--- config.mk ---
export PLATFORM = sky130hd
export DESIGN_NAME = core_link_top
export DESIGN_NICKNAME = d
export VERILOG_FILES = /design/src/verilog/core_word_pkg.sv /design/src/verilog/flit_pkg.sv /design/src/verilog/core_channel.sv /design/src/verilog/core_link_top.sv /design/src/verilog/flit_deserializer.sv /design/src/verilog/flit_fifo.sv /design/src/verilog/flit_serializer.sv
export SDC_FILE = /design/constraint.sdc
export NUM_CORES = 1
export LEC_CHECK = 0
export ABC_AREA = 0
export BUFFER_PORTS_ARGS = -buffer_cell sky130_fd_sc_hd__buf_4
export CAP_MARGIN = 20
export CELL_PAD_IN_SITES_DETAIL_PLACEMENT = 1
export CELL_PAD_IN_SITES_GLOBAL_PLACEMENT = 1
export CORE_ASPECT_RATIO = 0.7
export CORE_UTILIZATION = 49
export DETAILED_ROUTE_END_ITERATION = 12
export PLACE_DENSITY_LB_ADDON = 0.1
export SLEW_MARGIN = 5
export SYNTH_ARGS = -nofsm -noshare
export SYNTH_HDL_FRONTEND = slang
export SYNTH_SLANG_ARGS = --single-unit
--- constraint.sdc ---
create_clock -name clk -period 6.9 [get_ports clk]
set_clock_uncertainty 0.15 [all_clocks]
set_input_delay 1.035 -clock clk [delete_from_list [all_inputs] [get_ports clk]]
set_output_delay 1.035 -clock clk [all_outputs]
set_load 0.02 [all_outputs]
--- src/verilog/core_word_pkg.sv ---
////////////////////
// core output word
//
//    10      8      24
// [ route | code | data ]
//
// only the low 30 bits travel as payload
////////////////////

package core_word_pkg;

	localparam int route_w = 10;   // destination field
	localparam int code_w = 8;
	localparam int cdata_w = 24;
	localparam int payload_w = 30; // low 6 code bits plus data

	// destination of a word
	typedef logic [route_w-1:0] route_t;

	typedef logic [code_w-1:0] code_t;
	typedef logic [cdata_w-1:0] cdata_t;

	// {code[5:0], data}
	typedef logic [payload_w-1:0] payload_t;

endpackage

--- src/verilog/flit_pkg.sv ---
////////////////////
// router flit format
//
//    1       10
// [ tail | route or data ]
//
// header flit carries the route, three data flits carry the payload
////////////////////

package flit_pkg;

	localparam int flit_w = 11;     // tail bit on top
	localparam int fifo_depth = 8;  // flits
	localparam int fifo_addr_w = 3;

	typedef logic [flit_w-1:0] flit_t;

	// serializer position, idle waits for a word
	typedef enum logic [2:0] {
		ser_idle,
		ser_head,
		ser_d1,
		ser_d2,
		ser_d3
	} ser_state_t;

	// deserializer expects this flit next in q
	typedef enum logic [1:0] {
		des_head,
		des_d1,
		des_d2,
		des_d3
	} des_state_t;

endpackage

--- src/verilog/core_channel.sv ---
// word channel from the core, valid held until ack
interface core_channel
	import core_word_pkg::*;
();

	route_t route;  // destination
	code_t code;
	cdata_t data;
	logic valid;    // word present
	logic ack;      // word taken, next may follow in the same cycle

	// word source
	modport core (
		output route, code, data, valid,
		input ack
	);

	// flit side
	modport serializer (
		input route, code, data, valid,
		output ack
	);

endinterface

--- src/verilog/core_link_top.sv ---
// core word in, rebuilt word out through serializer, FIFO and deserializer
module core_link_top
	import core_word_pkg::*, flit_pkg::*;
(
	input logic clk,
	input logic reset,
	input logic core_valid,
	input route_t core_route,
	input code_t core_code,
	input cdata_t core_data,
	output logic core_ack,
	input logic rx_enable,
	output logic word_valid,
	output logic word_first,
	output route_t word_route,
	output payload_t word_payload
);

	core_channel ch ();

	flit_t ser_flit;      // serializer to FIFO
	logic ser_wrreq;
	logic fifo_full;
	flit_t fifo_q;        // FIFO to deserializer
	logic fifo_empty;
	logic des_rdreq;

	// core side of the channel
	assign ch.route = core_route;
	assign ch.code = core_code;
	assign ch.data = core_data;
	assign ch.valid = core_valid;
	assign core_ack = ch.ack;

	flit_serializer i_ser (
		.clk(clk),
		.reset(reset),
		.ch(ch.serializer),
		.full(fifo_full),
		.flit(ser_flit),
		.wrreq(ser_wrreq)
	);

	flit_fifo i_fifo (
		.clk(clk),
		.reset(reset),
		.flit(ser_flit),
		.wrreq(ser_wrreq),
		.full(fifo_full),
		.rdreq(des_rdreq),
		.q(fifo_q),
		.empty(fifo_empty)
	);

	flit_deserializer i_des (
		.clk(clk),
		.reset(reset),
		.q(fifo_q),
		.empty(fifo_empty),
		.rdreq(des_rdreq),
		.rx_enable(rx_enable),
		.word_valid(word_valid),
		.word_first(word_first),
		.word_route(word_route),
		.word_payload(word_payload)
	);

endmodule

--- src/verilog/flit_deserializer.sv ---
// rebuilds route and payload from the flit stream
module flit_deserializer
	import core_word_pkg::*, flit_pkg::*;
(
	input logic clk,
	input logic reset,
	input flit_t q,
	input logic empty,
	output logic rdreq,
	input logic rx_enable,
	output logic word_valid,
	output logic word_first,
	output route_t word_route,
	output payload_t word_payload
);

	des_state_t state;          // position of the flit now in q
	logic pend;                 // q holds a flit popped last cycle
	logic first_q;              // current word came right after a header
	route_t route_q;            // route from the last header
	logic [flit_w-2:0] part1;   // payload[29:20]
	logic [flit_w-2:0] part2;   // payload[19:10]

	assign rdreq = !empty && rx_enable;

	// word completes as the d3 flit shows up in q
	assign word_valid = pend && state == des_d3;
	assign word_first = first_q;
	assign word_route = route_q;
	assign word_payload = {part1, part2, q[flit_w-2:0]};

	////////////////////
	// flit position
	////////////////////
	always_ff @(posedge clk or posedge reset) begin
		if (reset) begin
			state <= des_head;
			pend <= 1'b0;
			first_q <= 1'b0;
		end else begin
			pend <= rdreq;
			if (pend) begin
				case (state)
					des_head: begin
						state <= des_d1;
						first_q <= 1'b1;
					end
					des_d1: state <= des_d2;
					des_d2: state <= des_d3;
					des_d3: begin
						// tail closes the run, otherwise data of the next word follows
						state <= q[flit_w-1] ? des_head : des_d1;
						first_q <= 1'b0;
					end
					default: state <= des_head;
				endcase
			end
		end
	end

	// field capture
	always_ff @(posedge clk) begin
		if (pend) begin
			case (state)
				des_head: route_q <= q[flit_w-2:0];
				des_d1: part1 <= q[flit_w-2:0];
				des_d2: part2 <= q[flit_w-2:0];
				default: ; // d3 goes straight out
			endcase
		end
	end

	// serializer only tails data flits
	a_head_no_tail: assert property (@(posedge clk) disable iff (reset)
		pend && state == des_head |-> !q[flit_w-1]);

endmodule

--- src/verilog/flit_fifo.sv ---
// circular flit buffer between serializer and deserializer
module flit_fifo
	import flit_pkg::*;
(
	input logic clk,
	input logic reset,
	input flit_t flit,
	input logic wrreq,
	output logic full,
	input logic rdreq,
	output flit_t q,
	output logic empty
);

	flit_t mem [fifo_depth];
	logic [fifo_addr_w-1:0] wr_ptr;  // wraps naturally at depth 8
	logic [fifo_addr_w-1:0] rd_ptr;
	logic [fifo_addr_w:0] count;     // 0 to fifo_depth
	logic wr_en;
	logic rd_en;

	assign full = count == (fifo_addr_w + 1)'(fifo_depth);
	assign empty = count == '0;
	assign wr_en = wrreq && !full;
	assign rd_en = rdreq && !empty;

	////////////////////
	// pointers and count
	////////////////////
	always_ff @(posedge clk or posedge reset) begin
		if (reset) begin
			wr_ptr <= '0;
			rd_ptr <= '0;
			count <= '0;
		end else begin
			if (wr_en) begin
				wr_ptr <= wr_ptr + 1'b1;
			end
			if (rd_en) begin
				rd_ptr <= rd_ptr + 1'b1;
			end
			case ({wr_en, rd_en})
				2'b10: count <= count + 1'b1;
				2'b01: count <= count - 1'b1;
				default: count <= count; // both or neither
			endcase
		end
	end

	// storage and registered read port
	always_ff @(posedge clk) begin
		if (wr_en) begin
			mem[wr_ptr] <= flit;
		end
		if (rd_en) begin
			q <= mem[rd_ptr]; // valid the cycle after rdreq
		end
	end

	a_no_overflow: assert property (@(posedge clk) disable iff (reset)
		wrreq |-> !full);

	a_no_underflow: assert property (@(posedge clk) disable iff (reset)
		rdreq |-> !empty);

endmodule

--- src/verilog/flit_serializer.sv ---
// splits core words into header and data flits
// consecutive words on one route share a header
module flit_serializer
	import core_word_pkg::*, flit_pkg::*;
(
	input logic clk,
	input logic reset,
	core_channel.serializer ch,
	input logic full,
	output flit_t flit,
	output logic wrreq
);

	ser_state_t state;
	ser_state_t state_nxt;
	route_t route_q;      // route of the word being sent
	payload_t payload_q;  // its 30 carried bits
	logic last_tail;      // last d3 flit closed the run
	logic same_route;
	logic tail_now;       // tail bit for the d3 flit
	logic latch;

	assign same_route = ch.route == route_q;
	// run continues only if the next word is already waiting
	assign tail_now = !(ch.valid && same_route);
	assign latch = ch.valid && !full && (state == ser_idle || state == ser_d3);

	////////////////////
	// next state
	////////////////////
	always_comb begin
		state_nxt = state;
		if (!full) begin // stall holds everything
			case (state)
				ser_idle: begin
					if (ch.valid) begin
						state_nxt = (same_route && !last_tail) ? ser_d1 : ser_head;
					end
				end
				ser_head: state_nxt = ser_d1;
				ser_d1: state_nxt = ser_d2;
				ser_d2: state_nxt = ser_d3;
				ser_d3: begin
					if (ch.valid) begin
						state_nxt = same_route ? ser_d1 : ser_head; // skip header
					end else begin
						state_nxt = ser_idle;
					end
				end
				default: state_nxt = ser_idle;
			endcase
		end
	end

	////////////////////
	// flit mux
	////////////////////
	always_comb begin
		case (state)
			ser_head: flit = {1'b0, route_q};             // header never tails
			ser_d1: flit = {1'b0, payload_q[29:20]};      // first part highest
			ser_d2: flit = {1'b0, payload_q[19:10]};
			ser_d3: flit = {tail_now, payload_q[9:0]};
			default: flit = '0;
		endcase
	end

	assign wrreq = state != ser_idle && !full;
	assign ch.ack = state == ser_d1 && !full; // word consumed with its first data flit

	always_ff @(posedge clk or posedge reset) begin
		if (reset) begin
			state <= ser_idle;
			last_tail <= 1'b1; // first word always gets a header
		end else begin
			state <= state_nxt;
			if (wrreq && state == ser_d3) begin
				last_tail <= tail_now;
			end
		end
	end

	// word registers
	always_ff @(posedge clk) begin
		if (latch) begin
			route_q <= ch.route;
			payload_q <= {ch.code[5:0], ch.data}; // upper code bits dropped
		end
	end

	// FIFO never sees a write it would lose
	a_no_wr_full: assert property (@(posedge clk) disable iff (reset)
		wrreq |-> !full);

	// ack only on the d1 write, for the word still held by the core
	a_ack_d1: assert property (@(posedge clk) disable iff (reset)
		ch.ack |-> state == ser_d1 && ch.valid && ch.route == route_q
			&& payload_q == {ch.code[5:0], ch.data});

endmodule
==> metrics.md, run 1 <==
| Metric | Value |
|---|---|
| Die Footprint | `approximately 16000 µm²` |
| Num CTS Buffers | `17` |
| Max frequency | `around 310 MHz` |
| Total number of vias | `3754` |
| Final cycle utilization of the critical path | `0.474` |
| Port Buffers | `86` |
| Final Critical Period | `approximately 3300 ps` |
| Multi-input logic area | `1730 µm²` |
| R2R depth | `10` |
| Fillers | `around 1300` |
| Largest stage delay on the critical path | `roughly 950 ps` |
| Clock latency on the worst-skew pair | `between 400 and 500 ps` |
| Number of buffers and inverters on the critical path | `1` |
| Worst Max-Slew Pin Slew | `between 1000 and 1500 ps` |
| Cells after Synth | `just under 400` |
| Critical path fanouts, max | `21` |
| Worst R2R End | `i_fifo.count[2]` |
| First-pass DRT Iterations | `4` |
| CTS-repair resized insts | `0` |
| Hold_sp | `i_fifo.q[8]` |
| Final hold violation count | `0` |
| First-pass GRT wire length | `between 20 and 25 mm` |
| Total track usage | `0.210` |
| CP max stage cell | `dfrtp_1` |
| Reg2reg setup slack | `3630 ps` |
| Clk root buf | `clkbuf_16` |
| ANT cells | `0` |
| Post-synth top area cell | `edfxtp_1` |
| Congestion Overflow GR | `0` |
| Mapped cell area | `7400 µm²` |
| Initial antenna violation count | `0` |
| Drt initial violations | `roughly 220` |
| WHS Endpoint | `i_des.part2[8]` |
| Routed len/inst | `21.8 µm` |
| Vias in the first global route | `roughly 3900` |
| Share of cells above drive strength 1 | `0.310` |
| # IOs | `89` |
| Design Area, Final | `just under 9000 µm²` |
| Crit-path most repeated cell | `xor2_1` |
| RSZ-0062 raised after global routing | `no` |
| Flops & latches, synth | `~190` |
| Placed Area | `between 8000 and 9000 µm²` |
| PD cells | `slightly below 500 nW/µm²` |
| Largest net degree at the start of global routing | `41` |
| Leak | `approximately 0.0032 µW` |
| Worst endpoint required time | `approximately 7000 ps` |
| Setup Buffers After CTS | `0` |
| Post-synthesis cell type count | `40` |
| Top-count cell post-synth | `edfxtp_1` |
| Deepest level of the CTS H-tree | `4` |
| Mean Syn Cell Area | `18.9 µm²` |
| Die X | `roughly 150 µm` |
| Hold/Removal Path Class | `flop to flop` |
| Max Root-Sink Buffers | `2` |
| R2r startpoint | `i_ser.state[1]` |
| Top post-synthesis cells by count | `169 x edfxtp_1, 20 x mux4_1, 19 x nand2_1` |
| Crit start category | `flop` |
| VDD IR max | `approximately 0.28 mV` |
| CP cell instances | `nor3_1 -> nor2_1 -> clkinv_1 -> ha_1 -> xor2_1 -> ha_1 -> a21oi_1 -> xor2_1 -> nor2_1 -> xor2_1` |
| Post-DP HPWL | `roughly 9.7 mm` |
| Hold Path Cell Cnt | `0` |
| Warnings from Yosys | `0` |
| Maxcap violations | `0` |
| CTS sink count | `roughly 190` |
| Sequential-to-total area share from yosys stat | `0.747` |
| Routed WL | `~15 mm` |
| Critical Path AT | `roughly 3400 ps` |
| Sequential standard cell area | `5530 µm²` |
| Vias per inst | `around 5.4` |
| Share of Yosys cell area claimed by the top area cell type | `0.686` |
| Routed Antenna Nets | `0` |
| FFs w/ async S/R, synth | `0.0963` |
| Area Overhead vs Synth | `20.0%` |
| Worst-path clk slew | `about 70 ps` |
| Area contributors post-synth | `edfxtp_1 69%, mux4_1 7.1%, dfrtp_1 5.8%` |
| Starting Density | `0.502` |
| Die height | `~100 µm` |
| CP endpoint kind | `flop` |
| Core area | `roughly 15000 µm²` |
| Final setup vio count | `0` |
| Top delay family on crit path | `flip-flops` |
| Slew margin rel. | `0.264` |
| Row Count | `37` |
| Syn Nets | `448` |
| Remaining DRCs | `0` |
| Final core utilization | `0.603` |
| CTS tree | `done` |
| RePlAce Congestion | `0.715` |
| Number of synthesized flops with an enable pin | `approximately 170` |
| Status | `finished clean` |
| Fin Setup TNS | `0 ps` |
| Nets | `roughly 540` |
| Crit Path Category | `flop to flop` |
| Top_reg_cell synth | `edfxtp_1` |
| Post-CTS Hold Buffers | `0` |
| Final Max Slew Viols | `0` |
[through the flow]
stage	cells	worst slack, ps	total power [µW]	hold slack [ps]
2_1_floorplan	392	980	2850	315
3_3_place_gp	654	3710	3220	314
3_5_place_dp	654	3580	3310	344
4_1_cts	686	3540	4380	358
5_1_grt	689	3390	4560	388
6_report	689	3630	4350	354
[how the worst max path moves through the flow]
stage / cells past startpoint / slack [ps] / start / to
after global placement: 4 / 3710 / i_ser.state[1] / i_fifo.mem[1][2]
after floorplan: 2 / 980 / core_valid / i_ser.state[1]
after CTS: 4 / 3540 / i_ser.state[1] / i_fifo.mem[1][7]
after detailed placement: 4 / 3580 / i_ser.state[1] / i_fifo.mem[1][2]
after global routing: 10 / 3390 / i_ser.state[1] / i_fifo.count[2]
final: 10 / 3630 / i_ser.state[1] / i_fifo.count[2]
[final cells by class]
| class | instances | share of cell area |
|---|---|---|
| inverters | 6 | 0.00254 |
| well taps | 195 | 0.0275 |
| clock inverters | 15 | 0.0235 |
| repair buffers | 95 | 0.0816 |
| flip-flops and latches | 187 | 0.622 |
| clock buffers | 17 | 0.0479 |
| multi-input cells | 174 | 0.195 |
[placed cells by master (no fill, tap or decap), types with 10 or more instances in the layout]
| cell | netlist | routed |
|---|---|---|
| xnor2_1 | 16 | 16 |
| mux4_1 | 20 | 20 |
| ha_1 | 10 | 10 |
| nand2_1 | 19 | 19 |
| dfrtp_1 | 17 | 17 |
| clkbuf_16 | 0 | 17 |
| buf_4 | 11 | 92 |
| edfxtp_1 | 169 | 169 |
| nor2_1 | 13 | 13 |
| mux2_2 | 13 | 13 |
[per-layer routing]
layer | wire length [µm] | part of all wire | vias to the layer above | track usage
met5 | 0 | 0 | - | 0
met4 | 298 | 0.020 | 0 | 0.0933
met3 | 637 | 0.042 | 18 | 0.0511
met2 | 7070 | 0.47 | 98 | 0.320
met1 | 6990 | 0.47 | 1918 | 0.289
li1 | - | - | 1720 | -
[kinds of logic (layout without fill, tap and decap cells)]
logic type | count (synthesis) | after routing | share of synthesized area
DFF | 187 | 187 | 0.747
and+or+nand+nor | 63 | 63 | 0.0452
muxes | 44 | 44 | 0.109
AOI/OAI and AO/OA | 37 | 37 | 0.0332
buffers and inverters | 31 | 133 | 0.0249
xor gates and xnor gates | 20 | 20 | 0.0237
adders and majority gates | 10 | 10 | 0.0169
[sequential cells by signal, summed over array words and instances, names as in the netlist, 3 cells and up]
| name | flops |
|---|---|
| i_fifo.mem | 88 |
| i_ser.payload_q | 30 |
| i_fifo.q | 11 |
| i_des.part1 | 10 |
| i_des.part2 | 10 |
| i_des.word_route | 10 |
| i_ser.route_q | 10 |
| i_fifo.count | 4 |
| i_fifo.rd_ptr | 3 |
| i_fifo.wr_ptr | 3 |
| i_ser.state | 3 |
[worst register-to-register path: cells and delay by family (launching register included)]
kind	cells	cell delay, ps
AOI/OAI and AO/OA	1	140
xor gates and xnor gates	3	470
adders and majority gates	2	620
buffers and inverters	1	400
DFF	1	950
and+or+nand+nor	3	420
[where the power goes]
| group | switching [µW] | internal [µW] |
|---|---|---|
| sequential | 265 | 1780 |
| combinational | 720 | 535 |
| clock | 440 | 614 |
| total | 1430 | 2920 |
Note: power is estimated with default switching activity, not from simulation.
==> run 2: changes to the inputs <==
--- a/config.mk
+++ b/config.mk
@@ -11,7 +11,7 @@
 export CELL_PAD_IN_SITES_DETAIL_PLACEMENT = 1
 export CELL_PAD_IN_SITES_GLOBAL_PLACEMENT = 1
 export CORE_ASPECT_RATIO = 0.7
-export CORE_UTILIZATION = 49
+export CORE_UTILIZATION = 45
 export DETAILED_ROUTE_END_ITERATION = 12
 export PLACE_DENSITY_LB_ADDON = 0.1
 export SLEW_MARGIN = 5
==> constraint.sdc (replaced) <==
create_clock -name clk -period 3 [get_ports clk]
set_clock_uncertainty 0.15 [all_clocks]
set_input_delay 0.45 -clock clk [delete_from_list [all_inputs] [get_ports clk]]
set_output_delay 0.45 -clock clk [all_outputs]
set_load 0.02 [all_outputs]
==> metrics.md, run 2 (same netlist as run 1, synthesis figures left out) <==
| Metric | Value |
|---|---|
| Status | `finished with violations` |
| Failing checks | `negative hold slack` |
| Initial antenna violation count | `0 (unchanged)` |
| Sw Share | `0.328 (about the same)` |
| Max reg flops | `88 (unchanged)` |
| Post-DP HPWL | `9.59 mm (-0.95%)` |
| Routed Antenna Nets | `0 (unchanged)` |
| Final Critical Period | `2650 ps (-619 ps)` |
| Max frequency | `378 MHz (+23%)` |
| CTS-repair resized insts | `0 (unchanged)` |
| CP max stage cell | `o41ai_2` |
| Vias in the first global route | `3876 (-1.7%)` |
| Row Count | `38 (+2.7%)` |
| Final Max Slew Viols | `0 (unchanged)` |
| RSZ-0062 raised after global routing | `no` |
| Cell count along the critical path | `9 (-1)` |
| Remaining DRCs | `0 (unchanged)` |
| Largest net degree at the start of global routing | `41 (unchanged)` |
| Congestion Overflow GR | `0 (unchanged)` |
| Critical Path AT | `2800 ps (-630 ps)` |
| Routed WL | `14.6 mm (-2.5%)` |
| Core area | `15800 µm² (+7.2%)` |
| Largest regs | `i_fifo.mem (88), i_ser.payload_q (30), i_fifo.q (11)` |
| Clock latency on the worst-skew pair | `430 ps (about the same)` |
| First-pass DRT Iterations | `4 (unchanged)` |
| # IOs | `89 (unchanged)` |
| CP cell instances | `o41ai_2 -> inv_1 -> ha_1 -> xor2_1 -> ha_1 -> a21oi_1 -> xor2_1 -> nor2_1 -> xor2_1` |
| Routed len/inst | `20.2 µm (-7.3%)` |
| Maxcap violations | `0 (unchanged)` |
| Sequential Power Share | `0.462 (-0.007)` |
| Die Footprint | `17000 µm² (+8.7%)` |
| Final core utilization | `0.563 (-0.0405)` |
| Final cycle utilization of the critical path | `0.883 (+0.409)` |
| Die height | `109 µm (+4.3%)` |
| Crit-path most repeated cell | `xor2_1` |
| Clk root buf | `clkbuf_16` |
| CP endpoint kind | `flop` |
| Top delay family on crit path | `compound AO/OA/AOI/OAI gates` |
| Critical path fanouts, max | `8 (-62%)` |
| Worst Max-Slew Pin Slew | `709 ps (-384 ps)` |
| Design Area, Final | `8880 µm² (about the same)` |
| Share of cells above drive strength 1 | `0.309 (-0.000806)` |
| Vias per inst | `5.19 (-4.8%)` |
| Net Sw Power | `3180 µW (+120%)` |
| Worst endpoint required time | `3150 ps (-3910 ps)` |
| R2R depth | `9 (-1)` |
| Hold/Removal Path Class | `input port to async pin` |
| Placed Area | `8330 µm² (+1.4%)` |
| Most frequent cells in the layout | `169 x edfxtp_1, 106 x buf_4, 20 x mux4_1` |
| Total number of vias | `3760 (+0.16%)` |
| Num CTS Buffers | `17 (unchanged)` |
| Deepest level of the CTS H-tree | `4 (unchanged)` |
| Crit start category | `flop` |
| Post-CTS Hold Buffers | `0 (unchanged)` |
| Nets | `548 (+2.0%)` |
| ANT cells | `0 (unchanged)` |
| Most common cell after layout, fill and taps aside | `edfxtp_1` |
| Top reg by flops | `i_fifo.mem` |
| Port Buffers | `86 (unchanged)` |
| VDD IR max | `0.497 mV (+76%)` |
| Slew margin rel. | `0.527 (+0.263)` |
| Leak | `0.00324 µW (+0.28%)` |
| Area Overhead vs Synth | `20.1% (about the same)` |
| Largest stage delay on the critical path | `570 ps (-380 ps)` |
| Die X | `155 µm (+4.3%)` |
| P_int | `6530 µW (+120%)` |
| WHS | `-6.86 ps (-361 ps)` |
| Comb pwr share | `0.321 (+0.032)` |
| Final setup vio count | `0 (unchanged)` |
| CTS tree | `done` |
| Setup Buffers After CTS | `0 (unchanged)` |
| CTS sink count | `187 (unchanged)` |
| RePlAce Congestion | `0.736 (+2.9%)` |
| Max Root-Sink Buffers | `2 (unchanged)` |
| Fin Setup TNS | `0 ps (unchanged)` |
| Worst-path clk slew | `60 ps (about the same)` |
| Number of buffers and inverters on the critical path | `1 (unchanged)` |
| Drt initial violations | `175 (-19%)` |
| Total track usage | `0.187 (-0.0235)` |
| First-pass GRT wire length | `22.5 mm (-2.3%)` |
| Final hold violation count | `16 (+16)` |
| Crit Path Category | `flop to flop` |
| Fillers | `1459 (+11%)` |
| PD cells | `1090 nW/µm² (+120%)` |
| Starting Density | `0.469 (-0.0339)` |
| Clk pwr share | `0.217 (-0.025)` |
==> run 2: cell types whose count changed in the layout (fill, tap and decap cells not counted), moves of 2 or more <==
cell | previous run | this run
nor3_2 | 4 | 0
bufinv_16 | 4 | 1
clkinv_1 | 1 | 3
buf_6 | 3 | 0
clkinv_4 | 1 | 5
buf_4 | 92 | 106
inv_6 | 5 | 1
nor3_1 | 4 | 8
clkbuf_1 | 0 | 2
==> run 2: layer usage <==
layer | wire length, µm | vias up | GRT usage
li1 | - | 1743 | -
met1 | 7140 | 1904 | 0.264
met2 | 6660 | 100 | 0.291
met3 | 658 | 13 | 0.0386
met4 | 159 | 0 | 0.0672
met5 | 0 | - | 0
==> run 2: worst paths after layout <==
check	from	end	slack, ps
worst min register to register	i_des.word_first	i_des.word_first	340
max in group asynchronous	reset	i_des.state[0]	2260
min in group clk	core_data[17]	i_ser.payload_q[17]	50
worst max-delay path	i_fifo.count[1]	i_fifo.count[2]	350
worst max register to register	i_fifo.count[1]	i_fifo.count[2]	350
worst min-delay path	reset	i_fifo.count[2]	-7
==> run 2: layout make-up <==
class / count / area, µm² / share of cell area
Sequential cell: 187 / 5530 / 0.622
Multi-Input combinational cell: 174 / 1710 / 0.192
Timing Repair Buffer: 106 / 796 / 0.0896
Clock buffer: 19 / 433 / 0.0487
Tap cell: 220 / 275 / 0.0310
Clock inverter: 13 / 121 / 0.0137
Inverter: 6 / 22.5 / 0.00254
==> run 2: stage by stage <==
stage               worst slack, ps  hold WS [ps]  power, µW  instances
global placement                408           316       7540        693
global route                    152          29.1      10200        725
finish                          351         -6.86       9710        725
CTS                             315          7.51       9840        725
floorplan                       289           238       6560        392
detailed placement              333           344       7700        693
==> run 2: worst register-to-register path, cell delays in order, from the launching register on <==
cell	delay [ps]
dfrtp_1	480
o41ai_2	570
inv_1	170
ha_1	300
xor2_1	160
ha_1	200
a21oi_1	140
xor2_1	150
nor2_1	60
xor2_1	140
==> run 2: power by group through the flow <==
stage / Combinational, µW / Clock (µW) / Sequential [µW]
after floorplan: 2060 / 0 / 4500
after global placement: 3060 / 0 / 4490
after detailed placement: 3150 / 0 / 4540
after CTS: 3180 / 2170 / 4500
after global routing: 3390 / 2240 / 4570
final: 3120 / 2110 / 4490
